==> config.mk <==
export PLATFORM = sky130hd
export DESIGN_NAME = bitscan_top
export DESIGN_NICKNAME = d
export VERILOG_FILES = /design/src/hdl/bitscan_pkg.sv /design/src/hdl/bitscan_top.sv /design/src/hdl/pencoder32_5.sv /design/src/hdl/pencoder8_3.sv
export SDC_FILE = /design/constraint.sdc
export NUM_CORES = 1
export LEC_CHECK = 0
export BUFFER_PORTS_ARGS = -buffer_cell sky130_fd_sc_hd__buf_2
export CAP_MARGIN = 20
export CORE_MARGIN = 2
export CORE_UTILIZATION = 32
export CTS_CLUSTER_SIZE = 10
export DETAILED_ROUTE_END_ITERATION = 16
export HOLD_SLACK_MARGIN = 0.06
export PLACE_DENSITY_LB_ADDON = 0.2
export SYNTH_ARGS = -nofsm -noshare
export SYNTH_HDL_FRONTEND = slang
export SYNTH_SLANG_ARGS = --single-unit
==> constraint.sdc <==
create_clock -name clk -period 4 [get_ports clk]
set_input_delay 1.2 -clock clk [delete_from_list [all_inputs] [get_ports clk]]
set_output_delay 1.2 -clock clk [all_outputs]
set_load 0.01 [all_outputs]
==> src/hdl/bitscan_pkg.sv <==
package bitscan_pkg;

    // ~~~~~~~~~~~~~~~~~~~~~~~~~~~~~~~~~~~~~~~~~~~~~~~~~~~~~~~~~~~~
    // widths of the scan datapath
    // ~~~~~~~~~~~~~~~~~~~~~~~~~~~~~~~~~~~~~~~~~~~~~~~~~~~~~~~~~~~~

    localparam int OPERAND_W  = 32;                     // scanned word, old destination and result
    localparam int INDEX_W    = 5;                      // bit position within an operand
    localparam int GROUP_SIZE = 8;                      // bits per byte group encoder
    localparam int GROUP_W    = 3;                      // position within one byte group
    localparam int NUM_GROUPS = OPERAND_W / GROUP_SIZE; // byte groups in one operand

    // ~~~~~~~~~~~~~~~~~~~~~~~~~~~~~~~~~~~~~~~~~~~~~~~~~~~~~~~~~~~~
    // datapath types
    // ~~~~~~~~~~~~~~~~~~~~~~~~~~~~~~~~~~~~~~~~~~~~~~~~~~~~~~~~~~~~

    typedef logic [OPERAND_W-1:0] operand_t;
    typedef logic [INDEX_W-1:0]   bit_index_t;
    typedef logic [GROUP_W-1:0]   group_index_t;

    // one opcode bit selects the scan direction
    typedef logic scan_op_t;

    // ~~~~~~~~~~~~~~~~~~~~~~~~~~~~~~~~~~~~~~~~~~~~~~~~~~~~~~~~~~~~
    // opcode values
    // ~~~~~~~~~~~~~~~~~~~~~~~~~~~~~~~~~~~~~~~~~~~~~~~~~~~~~~~~~~~~

    localparam scan_op_t OP_BSF = 1'b0; // search from bit 0 upward
    localparam scan_op_t OP_BSR = 1'b1; // search from bit 31 downward

endpackage

==> src/hdl/bitscan_top.sv <==
`timescale 1ns/1ps

module bitscan_top (
    input  logic                  clk,
    input  logic                  arst_n,
    input  logic                  in_valid,
    input  bitscan_pkg::scan_op_t in_op,
    input  bitscan_pkg::operand_t in_operand,
    input  bitscan_pkg::operand_t in_dest,
    output logic                  out_valid,
    output bitscan_pkg::operand_t out_result,
    output logic                  out_zf
);

    // ~~~~~~~~~~~~~~~~~~~~~~~~~~~~~~~~~~~~~~~~~~~~~~~~~~~~~~~~~~~~
    // stage 1 holds the operation
    // ~~~~~~~~~~~~~~~~~~~~~~~~~~~~~~~~~~~~~~~~~~~~~~~~~~~~~~~~~~~~

    logic                  s1_valid;   // an operation sits in stage 1
    bitscan_pkg::scan_op_t s1_op;      // scan direction
    bitscan_pkg::operand_t s1_operand; // word to scan
    bitscan_pkg::operand_t s1_dest;    // destination value kept on a zero operand

    always_ff @(posedge clk or negedge arst_n) begin
        if (!arst_n) begin
            s1_valid <= 1'b0;
        end else begin
            s1_valid <= in_valid;
        end
    end

    always_ff @(posedge clk) begin
        if (in_valid) begin
            s1_op      <= in_op;
            s1_operand <= in_operand;
            s1_dest    <= in_dest;
        end
    end

    // ~~~~~~~~~~~~~~~~~~~~~~~~~~~~~~~~~~~~~~~~~~~~~~~~~~~~~~~~~~~~
    // direction conditioning and encode
    // ~~~~~~~~~~~~~~~~~~~~~~~~~~~~~~~~~~~~~~~~~~~~~~~~~~~~~~~~~~~~

    logic                    is_bsr;       // scanning from the top bit down
    bitscan_pkg::operand_t   reversed;     // operand with bit i moved to 31 - i
    bitscan_pkg::operand_t   scan_word;    // what the lowest-first encoder sees
    bitscan_pkg::bit_index_t enc_index;    // lowest set position of scan_word
    logic                    enc_found;    // scan_word is nonzero
    bitscan_pkg::bit_index_t scan_index;   // position in the original operand

    assign is_bsr = (s1_op == bitscan_pkg::OP_BSR);

    always_comb begin
        for (int i = 0; i < bitscan_pkg::OPERAND_W; i++) begin
            reversed[i] = s1_operand[bitscan_pkg::OPERAND_W-1-i];
        end
    end

    // BSR is the lowest set bit of the reversed word
    assign scan_word = is_bsr ? reversed : s1_operand;

    pencoder32_5 u_pencoder (
        .in_bits (scan_word),
        .index   (enc_index),
        .found   (enc_found)
    );

    // complementing five bits maps position p back to 31 - p
    assign scan_index = is_bsr ? ~enc_index : enc_index;

    // ~~~~~~~~~~~~~~~~~~~~~~~~~~~~~~~~~~~~~~~~~~~~~~~~~~~~~~~~~~~~
    // result merge and stage 2
    // ~~~~~~~~~~~~~~~~~~~~~~~~~~~~~~~~~~~~~~~~~~~~~~~~~~~~~~~~~~~~

    bitscan_pkg::operand_t merged_result; // value headed for out_result

    // A zero operand leaves the destination unchanged and raises the zero flag.
    // Otherwise the index is zero-extended to the full word.
    assign merged_result = enc_found ? bitscan_pkg::operand_t'(scan_index) : s1_dest;

    always_ff @(posedge clk or negedge arst_n) begin
        if (!arst_n) begin
            out_valid <= 1'b0;
        end else begin
            out_valid <= s1_valid;  // two edges after in_valid was sampled
        end
    end

    always_ff @(posedge clk) begin
        if (s1_valid) begin
            out_result <= merged_result;
            out_zf     <= ~enc_found;
        end
    end

endmodule

==> src/hdl/pencoder32_5.sv <==
`timescale 1ns/1ps

module pencoder32_5 (
    input  bitscan_pkg::operand_t   in_bits,
    output bitscan_pkg::bit_index_t index,
    output logic                    found
);

    // ~~~~~~~~~~~~~~~~~~~~~~~~~~~~~~~~~~~~~~~~~~~~~~~~~~~~~~~~~~~~
    // level one with one encoder per byte group
    // ~~~~~~~~~~~~~~~~~~~~~~~~~~~~~~~~~~~~~~~~~~~~~~~~~~~~~~~~~~~~

    bitscan_pkg::group_index_t            byte_index [bitscan_pkg::NUM_GROUPS]; // in-group positions
    logic [bitscan_pkg::NUM_GROUPS-1:0]   byte_found;                           // byte has a set bit

    for (genvar g = 0; g < bitscan_pkg::NUM_GROUPS; g++) begin : g_byte
        pencoder8_3 u_byte (
            .in_bits (in_bits[g*bitscan_pkg::GROUP_SIZE +: bitscan_pkg::GROUP_SIZE]),
            .index   (byte_index[g]),
            .found   (byte_found[g])
        );
    end

    // ~~~~~~~~~~~~~~~~~~~~~~~~~~~~~~~~~~~~~~~~~~~~~~~~~~~~~~~~~~~~
    // level two picks the lowest non-empty group
    // ~~~~~~~~~~~~~~~~~~~~~~~~~~~~~~~~~~~~~~~~~~~~~~~~~~~~~~~~~~~~

    logic [bitscan_pkg::GROUP_SIZE-1:0] group_bits; // one bit per byte group
    bitscan_pkg::group_index_t          group_sel;  // winning group number
    bitscan_pkg::group_index_t          low_index;  // position inside the winning group

    // only four groups exist, so the upper inputs of the group encoder stay empty
    assign group_bits = {4'b0000, byte_found};

    pencoder8_3 u_group (
        .in_bits (group_bits),
        .index   (group_sel),
        .found   (found)
    );

    // group_sel[2] is always zero here since the top four inputs are tied off
    always_comb begin
        case (group_sel[1:0])
            2'd0:    low_index = byte_index[0];
            2'd1:    low_index = byte_index[1];
            2'd2:    low_index = byte_index[2];
            default: low_index = byte_index[3];
        endcase
    end

    // The group number gives bits 4:3 and the in-group index bits 2:0.
    // With no bit set anywhere, group 0 and its zero index make the result zero.
    assign index = {group_sel[1:0], low_index};

endmodule

==> src/hdl/pencoder8_3.sv <==
`timescale 1ns/1ps

module pencoder8_3 (
    input  logic [7:0]                in_bits,
    output bitscan_pkg::group_index_t index,
    output logic                      found
);

    // Lowest set bit wins. An empty byte reports index zero, which the
    // group select in pencoder32_5 depends on.
    always_comb begin
        found = 1'b1;                                           // cleared only by the empty case
        casez (in_bits)
            8'b???????1: index = bitscan_pkg::group_index_t'(0);
            8'b??????10: index = bitscan_pkg::group_index_t'(1);
            8'b?????100: index = bitscan_pkg::group_index_t'(2);
            8'b????1000: index = bitscan_pkg::group_index_t'(3);
            8'b???10000: index = bitscan_pkg::group_index_t'(4);
            8'b??100000: index = bitscan_pkg::group_index_t'(5);
            8'b?1000000: index = bitscan_pkg::group_index_t'(6);
            8'b10000000: index = bitscan_pkg::group_index_t'(7);
            default: begin
                index = bitscan_pkg::group_index_t'(0);         // no bit set in this byte
                found = 1'b0;
            end
        endcase
    end

endmodule

# Yosys cells after proc, flatten, opt, wreduce, memory -nomap -nowiden
# Index checks and enable logic that the tools add are counted.
# op_classes
muxes,14
div_mod_pow,0
n_shift,0
n_mul,0
order_cmp,0
eq_ne,33
bitwise,2
n_addsub,0
reduce_logical,6
# ops
op,count
3-bit one-hot mux with 7 select lines,4
"8-bit equality test, second input constant",4
32-bit two-way mux,1
8-bit OR reduction,4
"7-bit equality test, second input constant",4
"6-bit equality test, second input constant",4
"4-bit equality test, second input constant",5
"5-bit equality test, second input constant",4
"3-bit equality test, second input constant",5
"2-bit equality test, second input constant",6
5-bit two-way mux,2
3-bit one-hot mux with 3 select lines,1
2-bit one-hot mux with 3 select lines,1
1-bit two-way mux,5
5-bit inverter,1
4-bit OR reduction,1
"2-bit by 1-bit equality test with 1-bit output, second input constant",1
2-bit zero test,1
1-bit inverter,1
# totals
ff_bits,100
out_inout_bits,34
mem_count,0
mem_bits_rw,0
rom_bits,0
latch_bits,0
wordCells,63

# Depth between registers and ports, before layout
# Gate-level depths: netlist of run 1.
# depth
ltp_word,11
depth_mapped,10

# Cells and area by module
# From an unflattened synthesis of run 1, not the netlist that was laid out.
# unflattened
hier_cells,257
hier_area_um2,4181.5
# by_module_without_submodules
module,cells_per_inst,area_per_inst_um2,seq_area_each_um2,instances
bitscan_top,183,3686.0,2992.9,1
pencoder8_3,14,82.6,0.0,5
pencoder32_5,4,82.6,0.0,1

# Worst setup path after synthesis of run 1
# Ideal clock, no wire load.
# synth_path
kind,register -> register
startpoint,"reg s1_op, in the netlist is_bsr"
endpoint,"reg out_result[1], data pin"
arrival_time_ns,2.137
path_slack_ns,1.603
path_buffers,2
stages_incl_launch_ff,10
required_ns,3.740
setup_time_ns,0.260
path_cell_list,edfxtp_1 -> buf_6 -> buf_2 -> nor3_1 -> o22ai_1 -> or2_2 -> o41ai_1 -> o32ai_1 -> xnor2_1 -> mux2_2
# synth_between
elab_chain_len,11
word_cells_on_any_way,54
cone_classes,eq/ne: 33; mux: 14; bitwise: 1; reduce/logical: 6
# synth_rtl
element,line,source
"start, declared",bitscan_top.sv:20,bitscan_pkg::scan_op_t s1_op;
"start signal, assigned",bitscan_top.sv:34,s1_op <= in_op;
32-bit two-way mux,bitscan_top.sv:60,assign scan_word = is_bsr ? reversed : s1_operand;
"8-bit equality test, or another cell as far along",pencoder8_3.sv:13,casez (in_bits)
8-bit OR reduction (no source line),n/a,
1-bit two-way mux,pencoder8_3.sv:13,
"4-bit equality test, or another cell as far along",pencoder8_3.sv:13,
2-bit one-hot mux with 3 select lines,pencoder8_3.sv:13,
"2-bit equality test, or another cell as far along",pencoder32_5.sv:43,case (group_sel[1:0])
3-bit one-hot mux with 3 select lines,pencoder32_5.sv:43,
5-bit inverter,bitscan_top.sv:69,assign scan_index = is_bsr ? ~enc_index : enc_index;
5-bit two-way mux,bitscan_top.sv:69,
5-bit two-way mux *,bitscan_top.sv:79,assign merged_result = enc_found ? bitscan_pkg::operand_t'(scan_index) : s1_dest;
via merged_result[1],bitscan_top.sv:75,bitscan_pkg::operand_t merged_result;
"end signal, assigned",bitscan_top.sv:91,out_result <= merged_result;
"end, declared",bitscan_top.sv:11,"output bitscan_pkg::operand_t out_result,"
# Mark *: on every way through the listed nets, which the timed path passes. The rest lies on a longest branch.
# A chain may end at the register's enable or synchronous reset.

# Final worst setup path of run 1
# Same ends and word-level chain as after synthesis.

==> summary.log, run 1 <==
INFO  run_status     run_status=finished clean
INFO  clock_tree     clock_tree_root_buffer_cell=sky130_fd_sc_hd__clkbuf_16
INFO  die            coreArea=12670squm
INFO  cells_and_area utilization=41.08%
INFO  die            core.rowCount=41
INFO  power          power.total=2.320mW
INFO  grt            grt.total_usage=12.74%
INFO  clock_tree     cts.sink_count=100
INFO  detailed_routing final_wirelength=8451microns
INFO  clock_tree     cts-buffers-inserted=9
INFO  synth          synth_nets=351
INFO  die            design.die.area=13970squm
INFO  synth          yosysWarnings=0
INFO  sta            final_hold_viol_count=0
INFO  run            cap_viol_max_count=0
INFO  worst_hold_path hp-start=s1_dest[13]
INFO  detailed_routing avgViaCountPerCell=4.755
INFO  clock_tree     tritoncts=done
INFO  cells_and_area multi_input_comb_area=1096squm
INFO  die            start_util=32.92%
INFO  clock_tree     cts_repair_resize_count=0
INFO  clock_tree     cts-root-to-sink-buffers=2
INFO  critical_path  worst_r2r_endpoint=out_result[1]
INFO  clock_tree     clk_latency=350ps
INFO  worst_hold_path timing.hold.worst.class=reg2reg
INFO  grt            number_of_antenna_violations_at_the_first_check_in_global_routing=0
INFO  power          power_switching=511.3uW
INFO  grt            vias_in_the_first_global_route=2705
INFO  sta            min_period=3081ps
INFO  power          power_density=445.8nW/um^2
INFO  power          power.share.sequential=55.2%
INFO  critical_path  register_to_register_setup_slack=920ps
INFO  detailed_routing detail_route.first_pass.iterations=4
INFO  sta            tightest_slew=697.6ps
INFO  die            die_height=118.2microns
INFO  sta            max_slew_margin=53.49%
INFO  placed_design  routabilityCongestion=0.8396
INFO  worst_hold_path holdPathEnd=out_result[13]
INFO  synth          yosys.cell_types.count=50
INFO  power          switching_share=22.03%
INFO  grt            grt_start_max_net_pins=43
INFO  synth          synth.area.top_cells=sky130_fd_sc_hd__edfxtp_1 71%, sky130_fd_sc_hd__and2_1 4.5%, sky130_fd_sc_hd__nor3_1 1.7%
INFO  power          comb_power_share=8.2%
INFO  placed_design  dp_worst_setup_slack=718.6ps
INFO  sta            fin_tns_setup=0ps
INFO  sta            layout_setup_ws=919.2ps
INFO  detailed_routing drt-wirelength-per-cell=14.80microns
INFO  placed_design  dp_hpwl=6152microns
INFO  clock_tree     ctsHoldBuffers=0
INFO  cells_and_area layout.filler_cells=1224
INFO  clock_tree     cts.repair_timing.setup_buffer_count=0
INFO  critical_path  worstPathRequired=4100ps
INFO  grt            grt_pass1_wl=13810microns
INFO  detailed_routing dr.first_iter.drc_count=203
INFO  critical_path  timing.rr.start=is_bsr
INFO  power          internal-power=1.809mW
INFO  critical_path  worst-setup-path-type=reg2reg
INFO  sta            worst_clock_skew=8.825ps
INFO  die            num_io_pins=102
INFO  grt            grt_remaining_overflow=0
INFO  cells_and_area finish.net_count=462
INFO  clock_tree     clk_pin_slew_worst_paths=70ps
INFO  sta            rsz_0062_raised_after_global_routing=false
INFO  synth          flip_flop_and_latch_count_after_synthesis=100
INFO  synth          netlist.top_cell.by_area=sky130_fd_sc_hd__edfxtp_1
INFO  synth          post_synthesis_instance_total=283
INFO  critical_path  startpoint_type=register
INFO  synth          synth-seq-area-share=71.75%
INFO  critical_path  critical_path.endpoint_type=register
INFO  sta            maxSlewViolCount=0
INFO  sta            fin_crit_sh=77.02%
INFO  worst_hold_path hold_path_depth=1
INFO  sta            fmax=0.3246GHz
INFO  cells_and_area antenna_cells=0
INFO  power          clock_power_share=36.7%
INFO  critical_path  critPathMaxFanout=23
INFO  cells_and_area area_of_all_sequential_standard_cells=2993squm
INFO  cells_and_area final_layout_size_suffix_gt1_share=32.83%
INFO  die            chipWidth=118.2microns
INFO  clock_tree     clock_tree.htree_level_count=3
INFO  detailed_routing drcViolationCount=0
INFO  synth          mappedNetlistArea=4172squm
INFO  synth          number_of_enable_flip_flop_cells_after_synthesis=98
INFO  placed_design  io_buffer_count=101
INFO  detailed_routing vias=2715
INFO  sta            timing.final.setup_violations=0
INFO  critical_path  cp_data_arrival_time=3180ps
INFO  synth          synthFlopType=sky130_fd_sc_hd__edfxtp_1
INFO  cells_and_area areaGrowthSynthToFinish=24.77%
INFO  power          leakagePower=1.953nW
INFO  synth          synth.avg_cell_area=14.74squm
INFO  detailed_routing route.antenna.remaining_nets=0
INFO  power          worst_ir_drop_vdd=157.7uV
INFO  synth          async_reset_ff_share=2.000%
INFO  synth          synth_top_area_share=70.55%
INFO  critical_path  reg2regPathDepth=8
[cells in the final DEF, fill, tap and decap left out, drive strengths merged, types with 9 or more instances in the layout]
master  count
nor2       15
inv        12
edfxtp     98
clkbuf     11
o21ai      11
a21oi      10
buf       108
nor3b       9
nor3       14
and2       30
[power by group through the flow]
stage / combinational, mW / clock (mW) / sequential (mW)
after floorplan: 0.0851 / 0 / 1.31
after CTS: 0.185 / 0.878 / 1.28
final: 0.189 / 0.851 / 1.28
after global routing: 0.210 / 0.918 / 1.29
after global placement: 0.183 / 0 / 1.30
after detailed placement: 0.184 / 0 / 1.31
[worst max-delay path, cell delays in order, from the launching register on]
cell                       delay (ps)
sky130_fd_sc_hd__edfxtp_1         800
sky130_fd_sc_hd__buf_8            240
sky130_fd_sc_hd__nor3b_1          280
sky130_fd_sc_hd__o22ai_1          230
sky130_fd_sc_hd__or2_2            360
sky130_fd_sc_hd__o41ai_1          370
sky130_fd_sc_hd__o32ai_1          150
sky130_fd_sc_hd__xnor2_1          140
sky130_fd_sc_hd__mux2_2           260
[how the worst max path moves through the flow]
stage | from | slack (ps) | end | cells after the start
4_1_cts | is_bsr | 710 | out_result[0] | 8
5_1_grt | is_bsr | 690 | out_result[2] | 8
3_5_place_dp | is_bsr | 720 | out_result[0] | 8
3_3_place_gp | is_bsr | 800 | out_result[0] | 8
2_1_floorplan | is_bsr | 1600 | out_result[1] | 9
6_report | is_bsr | 920 | out_result[1] | 8
[routing by layer]
metal | track usage [%] | vias to the layer above | wire, microns
li1 | - | 1331 | -
met4 | 6.476 | 0 | 176
met5 | 0 | - | 0
met3 | 2.654 | 11 | 404
met1 | 16.66 | 1293 | 3885
met2 | 20.01 | 80 | 3984
[logic make-up (layout without fill, tap and decap cells)]
kind of cell / Yosys count / in the layout / synth area share (%)
xor gates and xnor gates: 4 / 4 / 0.8397
and+or+nand+nor: 87 / 87 / 11.94
muxes: 4 / 4 / 0.9898
DFF: 100 / 100 / 71.75
AOI/OAI and AO/OA: 69 / 69 / 12.45
buffers and inverters: 19 / 135 / 2.040
[cell type report]
cell class | count | area share [%]
clock buffers | 11 | 4.471
clock inverters | 5 | 1.178
inverters | 11 | 0.7933
flip-flops and latches | 100 | 57.50
well taps | 172 | 4.135
multi-input cells | 164 | 21.06
repair buffers | 108 | 10.87
[synth_stat cells (4+ instances only)]
library cell                n
sky130_fd_sc_hd__a211oi_1   4
sky130_fd_sc_hd__inv_1     11
sky130_fd_sc_hd__or4_1      4
sky130_fd_sc_hd__edfxtp_1  98
sky130_fd_sc_hd__and2_1    30
sky130_fd_sc_hd__nand2_1    7
sky130_fd_sc_hd__buf_2      5
sky130_fd_sc_hd__nor3_1    14
sky130_fd_sc_hd__a21oi_1   10
sky130_fd_sc_hd__o31a_1     4
sky130_fd_sc_hd__o22ai_1    5
sky130_fd_sc_hd__o211ai_1   4
sky130_fd_sc_hd__nor3b_1    7
sky130_fd_sc_hd__xnor2_1    4
sky130_fd_sc_hd__nor2b_1    4
sky130_fd_sc_hd__o21ai_0    9
sky130_fd_sc_hd__nor2_1    15
[sequential cells by signal, summed over array words and instances (netlist names)]
name,flops
out_zf,1
s1_valid,1
is_bsr,1
s1_operand,32
out_valid,1
out_result,32
s1_dest,32
[stage by stage]
step	area [sq um]	hold slack, ps	instances
2_1_floorplan	4172	496.3	283
3_3_place_gp	4896	500.8	554
3_5_place_dp	4896	503.3	554
4_1_cts	5190	514.5	570
5_1_grt	5205	533.8	571
6_report	5205	513.5	571
(Power assumes the default switching activity.)
==> run 2, diff against run 1 <==
--- a/config.mk
+++ b/config.mk
@@ -5,6 +5,7 @@
 export SDC_FILE = /design/constraint.sdc
 export NUM_CORES = 1
 export LEC_CHECK = 0
+export ABC_AREA = 1
 export BUFFER_PORTS_ARGS = -buffer_cell sky130_fd_sc_hd__buf_2
 export CAP_MARGIN = 20
 export CORE_MARGIN = 2
==> constraint.sdc (replaced) <==
create_clock -name clk -period 3.2 [get_ports clk]
set_input_delay 0.96 -clock clk [delete_from_list [all_inputs] [get_ports clk]]
set_output_delay 0.96 -clock clk [all_outputs]
set_load 0.01 [all_outputs]
==> run 2 against run 1 <==
Clock skew rose by 1.0 ps. Non-clock buffer count fell by 2. Combinational power rose by 68%. Hold slack got worse by 130 ps. Area after synthesis rose by 8.8%. Maximum frequency rose by 20%. First-iteration DRC count fell by 28%. Clock power rose by 22%. Sequential power rose by 23%. Synthesized cell count rose by 46%. Global-route usage fell by 0.46 points. Critical endpoint is now out_result[3]. Largest cell class unchanged. Largest power group unchanged. Highest routed layer is now met5.
==> summary.log, run 2 <==
INFO  run_status     run_status=finished clean
INFO  detailed_routing vias=3018 [+11%]
INFO  die            start_util=32.71% [-0.21 points]
INFO  sta            rsz_0062_raised_after_global_routing=false
INFO  sta            maxSlewViolCount=0 [unchanged]
INFO  cells_and_area multi_input_comb_area=1190squm [+8.6%]
INFO  detailed_routing final_wirelength=8647microns [+2.3%]
INFO  synth          netlist.top_cell.by_area=sky130_fd_sc_hd__edfxtp_1
INFO  cells_and_area final_layout_size_suffix_gt1_share=33.08% [+0.25 points]
INFO  synth          ys_top_cells_by_count=119 x sky130_fd_sc_hd__nand2_1, 98 x sky130_fd_sc_hd__edfxtp_1, 60 x sky130_fd_sc_hd__inv_1
INFO  detailed_routing drcViolationCount=0 [unchanged]
INFO  sta            fin_crit_sh=80.30% [+3.3 points]
INFO  cells_and_area layout.filler_cells=1371 [+12%]
INFO  grt            vias_in_the_first_global_route=3013 [+11%]
INFO  die            core.rowCount=43 [+4.9%]
INFO  synth          synth.avg_cell_area=11.02squm [-25%]
INFO  clock_tree     clk_latency=350ps [about the same]
INFO  critical_path  critical_path.endpoint_type=register
INFO  power          switching_share=25.04% [+3.0 points]
INFO  critical_path  critPathMaxFanout=31 [+35%]
INFO  die            die_height=123.1microns [+4.2%]
INFO  die            design.die.area=15160squm [+8.5%]
INFO  cells_and_area final_common_cell=sky130_fd_sc_hd__nand2_1
INFO  sta            max_slew_margin=65.25% [+12 points]
INFO  power          leakagePower=2.401nW [+23%]
INFO  critical_path  startpoint_type=register
INFO  detailed_routing drt-wirelength-per-cell=12.30microns [-17%]
INFO  detailed_routing dr.first_iter.drc_count=147 [-28%]
INFO  placed_design  dp_hpwl=6372microns [+3.6%]
INFO  power          power_switching=734.4uW [+44%]
INFO  synth          mappedNetlistArea=4541squm [+8.8%]
INFO  synth          yosysWarnings=0 [unchanged]
INFO  detailed_routing avgViaCountPerCell=4.293 [-9.7%]
INFO  power          clock_power_share=35.4% [-1.3 points]
INFO  cells_and_area mostFrequentLayoutCells=119 x sky130_fd_sc_hd__nand2_1, 101 x sky130_fd_sc_hd__buf_2, 98 x sky130_fd_sc_hd__edfxtp_1
INFO  worst_hold_path timing.hold.worst.class=in2async
INFO  die            chipWidth=123.1microns [+4.2%]
INFO  placed_design  io_buffer_count=101 [unchanged]
INFO  synth          flip_flop_and_latch_count_after_synthesis=100 [unchanged]
INFO  clock_tree     ctsHoldBuffers=0 [unchanged]
INFO  die            coreArea=13880squm [+9.5%]
INFO  sta            timing.final.setup_violations=0 [unchanged]
INFO  sta            tightest_slew=521.2ps [-176.4 ps]
INFO  placed_design  routabilityCongestion=0.8056 [-4.0%]
INFO  clock_tree     cts_repair_resize_count=0 [unchanged]
INFO  placed_design  dp_worst_setup_slack=597.4ps [-121.2 ps]
INFO  sta            final_hold_viol_count=0 [unchanged]
INFO  cells_and_area layout_top_registers=out_result x32, s1_dest x32, s1_operand x32
INFO  detailed_routing detail_route.first_pass.iterations=4 [unchanged]
INFO  grt            grt_start_max_net_pins=39 [-9.3%]
INFO  die            num_io_pins=102 [unchanged]
INFO  clock_tree     clock_tree.htree_level_count=3 [unchanged]
INFO  synth          yosys.cell_types.count=32 [-36%]
INFO  synth          number_of_enable_flip_flop_cells_after_synthesis=98 [unchanged]
INFO  cells_and_area antenna_cells=0 [unchanged]
INFO  synth          synthFlopType=sky130_fd_sc_hd__edfxtp_1
INFO  clock_tree     clock_tree_root_buffer_cell=sky130_fd_sc_hd__clkbuf_16
INFO  grt            grt_pass1_wl=13900microns [+0.65%]
INFO  power          power.share.sequential=53.7% [-1.5 points]
INFO  synth          synth-seq-area-share=65.91% [-5.8 points]
INFO  run            cap_viol_max_count=0 [unchanged]
INFO  sta            worst_clock_skew=9.868ps [+1.043 ps]
INFO  clock_tree     cts-root-to-sink-buffers=2 [unchanged]
INFO  cells_and_area area_of_all_sequential_standard_cells=2993squm [unchanged]
INFO  sta            min_period=2570ps [-511.1 ps]
INFO  clock_tree     cts.repair_timing.setup_buffer_count=0 [unchanged]
INFO  synth          post-synth-top-count-cell=sky130_fd_sc_hd__nand2_1
INFO  sta            fin_tns_setup=0ps [unchanged]
INFO  power          power_density=535.9nW/um^2 [+20%]
INFO  critical_path  worstPathRequired=3300ps [-800 ps]
INFO  synth          synth_nets=480 [+37%]
INFO  power          comb_power_share=10.8% [+2.6 points]
INFO  critical_path  worst-setup-path-type=reg2reg
INFO  synth          async_reset_ff_share=2.000% [unchanged]
INFO  synth          synth_top_area_share=64.81% [-5.7 points]
INFO  synth          post_synthesis_instance_total=412 [+46%]
INFO  cells_and_area areaGrowthSynthToFinish=20.53%
INFO  synth          synth.area.top_cells=sky130_fd_sc_hd__edfxtp_1 65%, sky130_fd_sc_hd__nand2_1 9.8%, sky130_fd_sc_hd__inv_1 5.0%
INFO  critical_path  cp_data_arrival_time=2670ps [-510 ps]
INFO  grt            grt.total_usage=12.28% [-0.46 points]
INFO  sta            fmax=0.3891GHz [+20%]
INFO  power          internal-power=2.199mW [+22%]
INFO  detailed_routing route.antenna.remaining_nets=0 [unchanged]
INFO  clock_tree     cts.sink_count=100 [unchanged]
INFO  power          worst_ir_drop_vdd=232.4uV [+47%]
INFO  sta            layout_setup_ws=630.3ps [-288.9 ps]
INFO  clock_tree     tritoncts=done
INFO  clock_tree     cts-buffers-inserted=9 [unchanged]
INFO  grt            number_of_antenna_violations_at_the_first_check_in_global_routing=1 [+1]
INFO  grt            grt_remaining_overflow=0 [unchanged]
INFO  cells_and_area finish.net_count=586 [+27%]
INFO  clock_tree     clk_pin_slew_worst_paths=70ps [about the same]
==> run 2: changes by cell type after synthesis, moves of 7 or more <==
cell	change
sky130_fd_sc_hd__nand2_1	+112
sky130_fd_sc_hd__inv_1	+49
sky130_fd_sc_hd__nor2_2	+31
sky130_fd_sc_hd__and2_1	-30
sky130_fd_sc_hd__nand3_1	+15
sky130_fd_sc_hd__nor3_1	-14
sky130_fd_sc_hd__o21ai_1	+10
sky130_fd_sc_hd__nand4_1	+7
sky130_fd_sc_hd__nor3b_1	-7
==> run 2: critical path, cell delays in order (launching register included) <==
cell,delay [ps]
sky130_fd_sc_hd__edfxtp_1,430
sky130_fd_sc_hd__inv_2,350
sky130_fd_sc_hd__nand2_1,120
sky130_fd_sc_hd__nand2_1,80
sky130_fd_sc_hd__nand2_1,70
sky130_fd_sc_hd__nor2_2,180
sky130_fd_sc_hd__nand3_2,160
sky130_fd_sc_hd__nor2_4,190
sky130_fd_sc_hd__o21ai_2,90
sky130_fd_sc_hd__and2_4,180
sky130_fd_sc_hd__nand2_8,240
sky130_fd_sc_hd__inv_4,90
sky130_fd_sc_hd__nand2_1,70
sky130_fd_sc_hd__o21ai_1,60
==> run 2: logic make-up (layout without fill, tap and decap cells) <==
kind of cell	Yosys count	after routing	share of synthesized area, %
compound gates	31	31	3.748
xor+xnor	2	2	0.3859
buf+inv	74	185	7.881
flops	100	100	65.91
simple gates	205	205	22.07
==> run 2: layer usage <==
layer	vias to the layer above	share of wire, %	wire, microns	track usage [%]
li1	1562	-	-	-
met1	1385	43	3746	14.51
met2	57	50	4296	20.64
met3	12	5.0	431	3.736
met4	2	1.8	159	5.327
met5	-	0.15	13	0
==> run 2: area by class of cell <==
| class | count | share of cell area, % |
|---|---|---|
| sequential | 100 | 54.69 |
| multi-input combinational | 238 | 21.74 |
| timing repair buffer | 106 | 9.922 |
| inverter | 63 | 4.367 |
| clock buffer | 10 | 4.184 |
| tap | 180 | 4.115 |
| clock inverter | 6 | 0.9831 |
==> run 2: worst paths after layout <==
| kind | from | end | slack (ps) | cells after the start |
|---|---|---|---|---|
| max | is_bsr | out_result[3] | 630 | 13 |
| min | arst_n | out_valid | 380 | 1 |
| max reg2reg | is_bsr | out_result[3] | 630 | 13 |
| min reg2reg | s1_dest[0] | out_result[0] | 530 | 2 |
| max in group asynchronous | arst_n | s1_valid | 2720 | 1 |
| min in group clk | s1_dest[0] | out_result[0] | 530 | 2 |
==> run 2: per-stage QoR <==
step	hold WS [ps]	total power [mW]	utilization, %	instance area [sq um]	cells
6_report	379.6	2.933	39.43	5473	703
2_1_floorplan	494.6	1.803	-	4541	412
5_1_grt	366.5	3.077	39.43	5473	703
3_3_place_gp	505.3	1.921	37.39	5190	687
3_5_place_dp	517.9	1.929	37.39	5190	687
4_1_cts	363.3	2.983	39.43	5473	703
==> run 2: power groups by stage <==
stage          Sequential, mW  Combinational [mW]  Clock [mW]
6_report                 1.58               0.318        1.04
5_1_grt                  1.59               0.366        1.12
4_1_cts                  1.58               0.324        1.08
3_5_place_dp             1.61               0.323           0
3_3_place_gp             1.60               0.317           0
2_1_floorplan            1.62               0.186           0
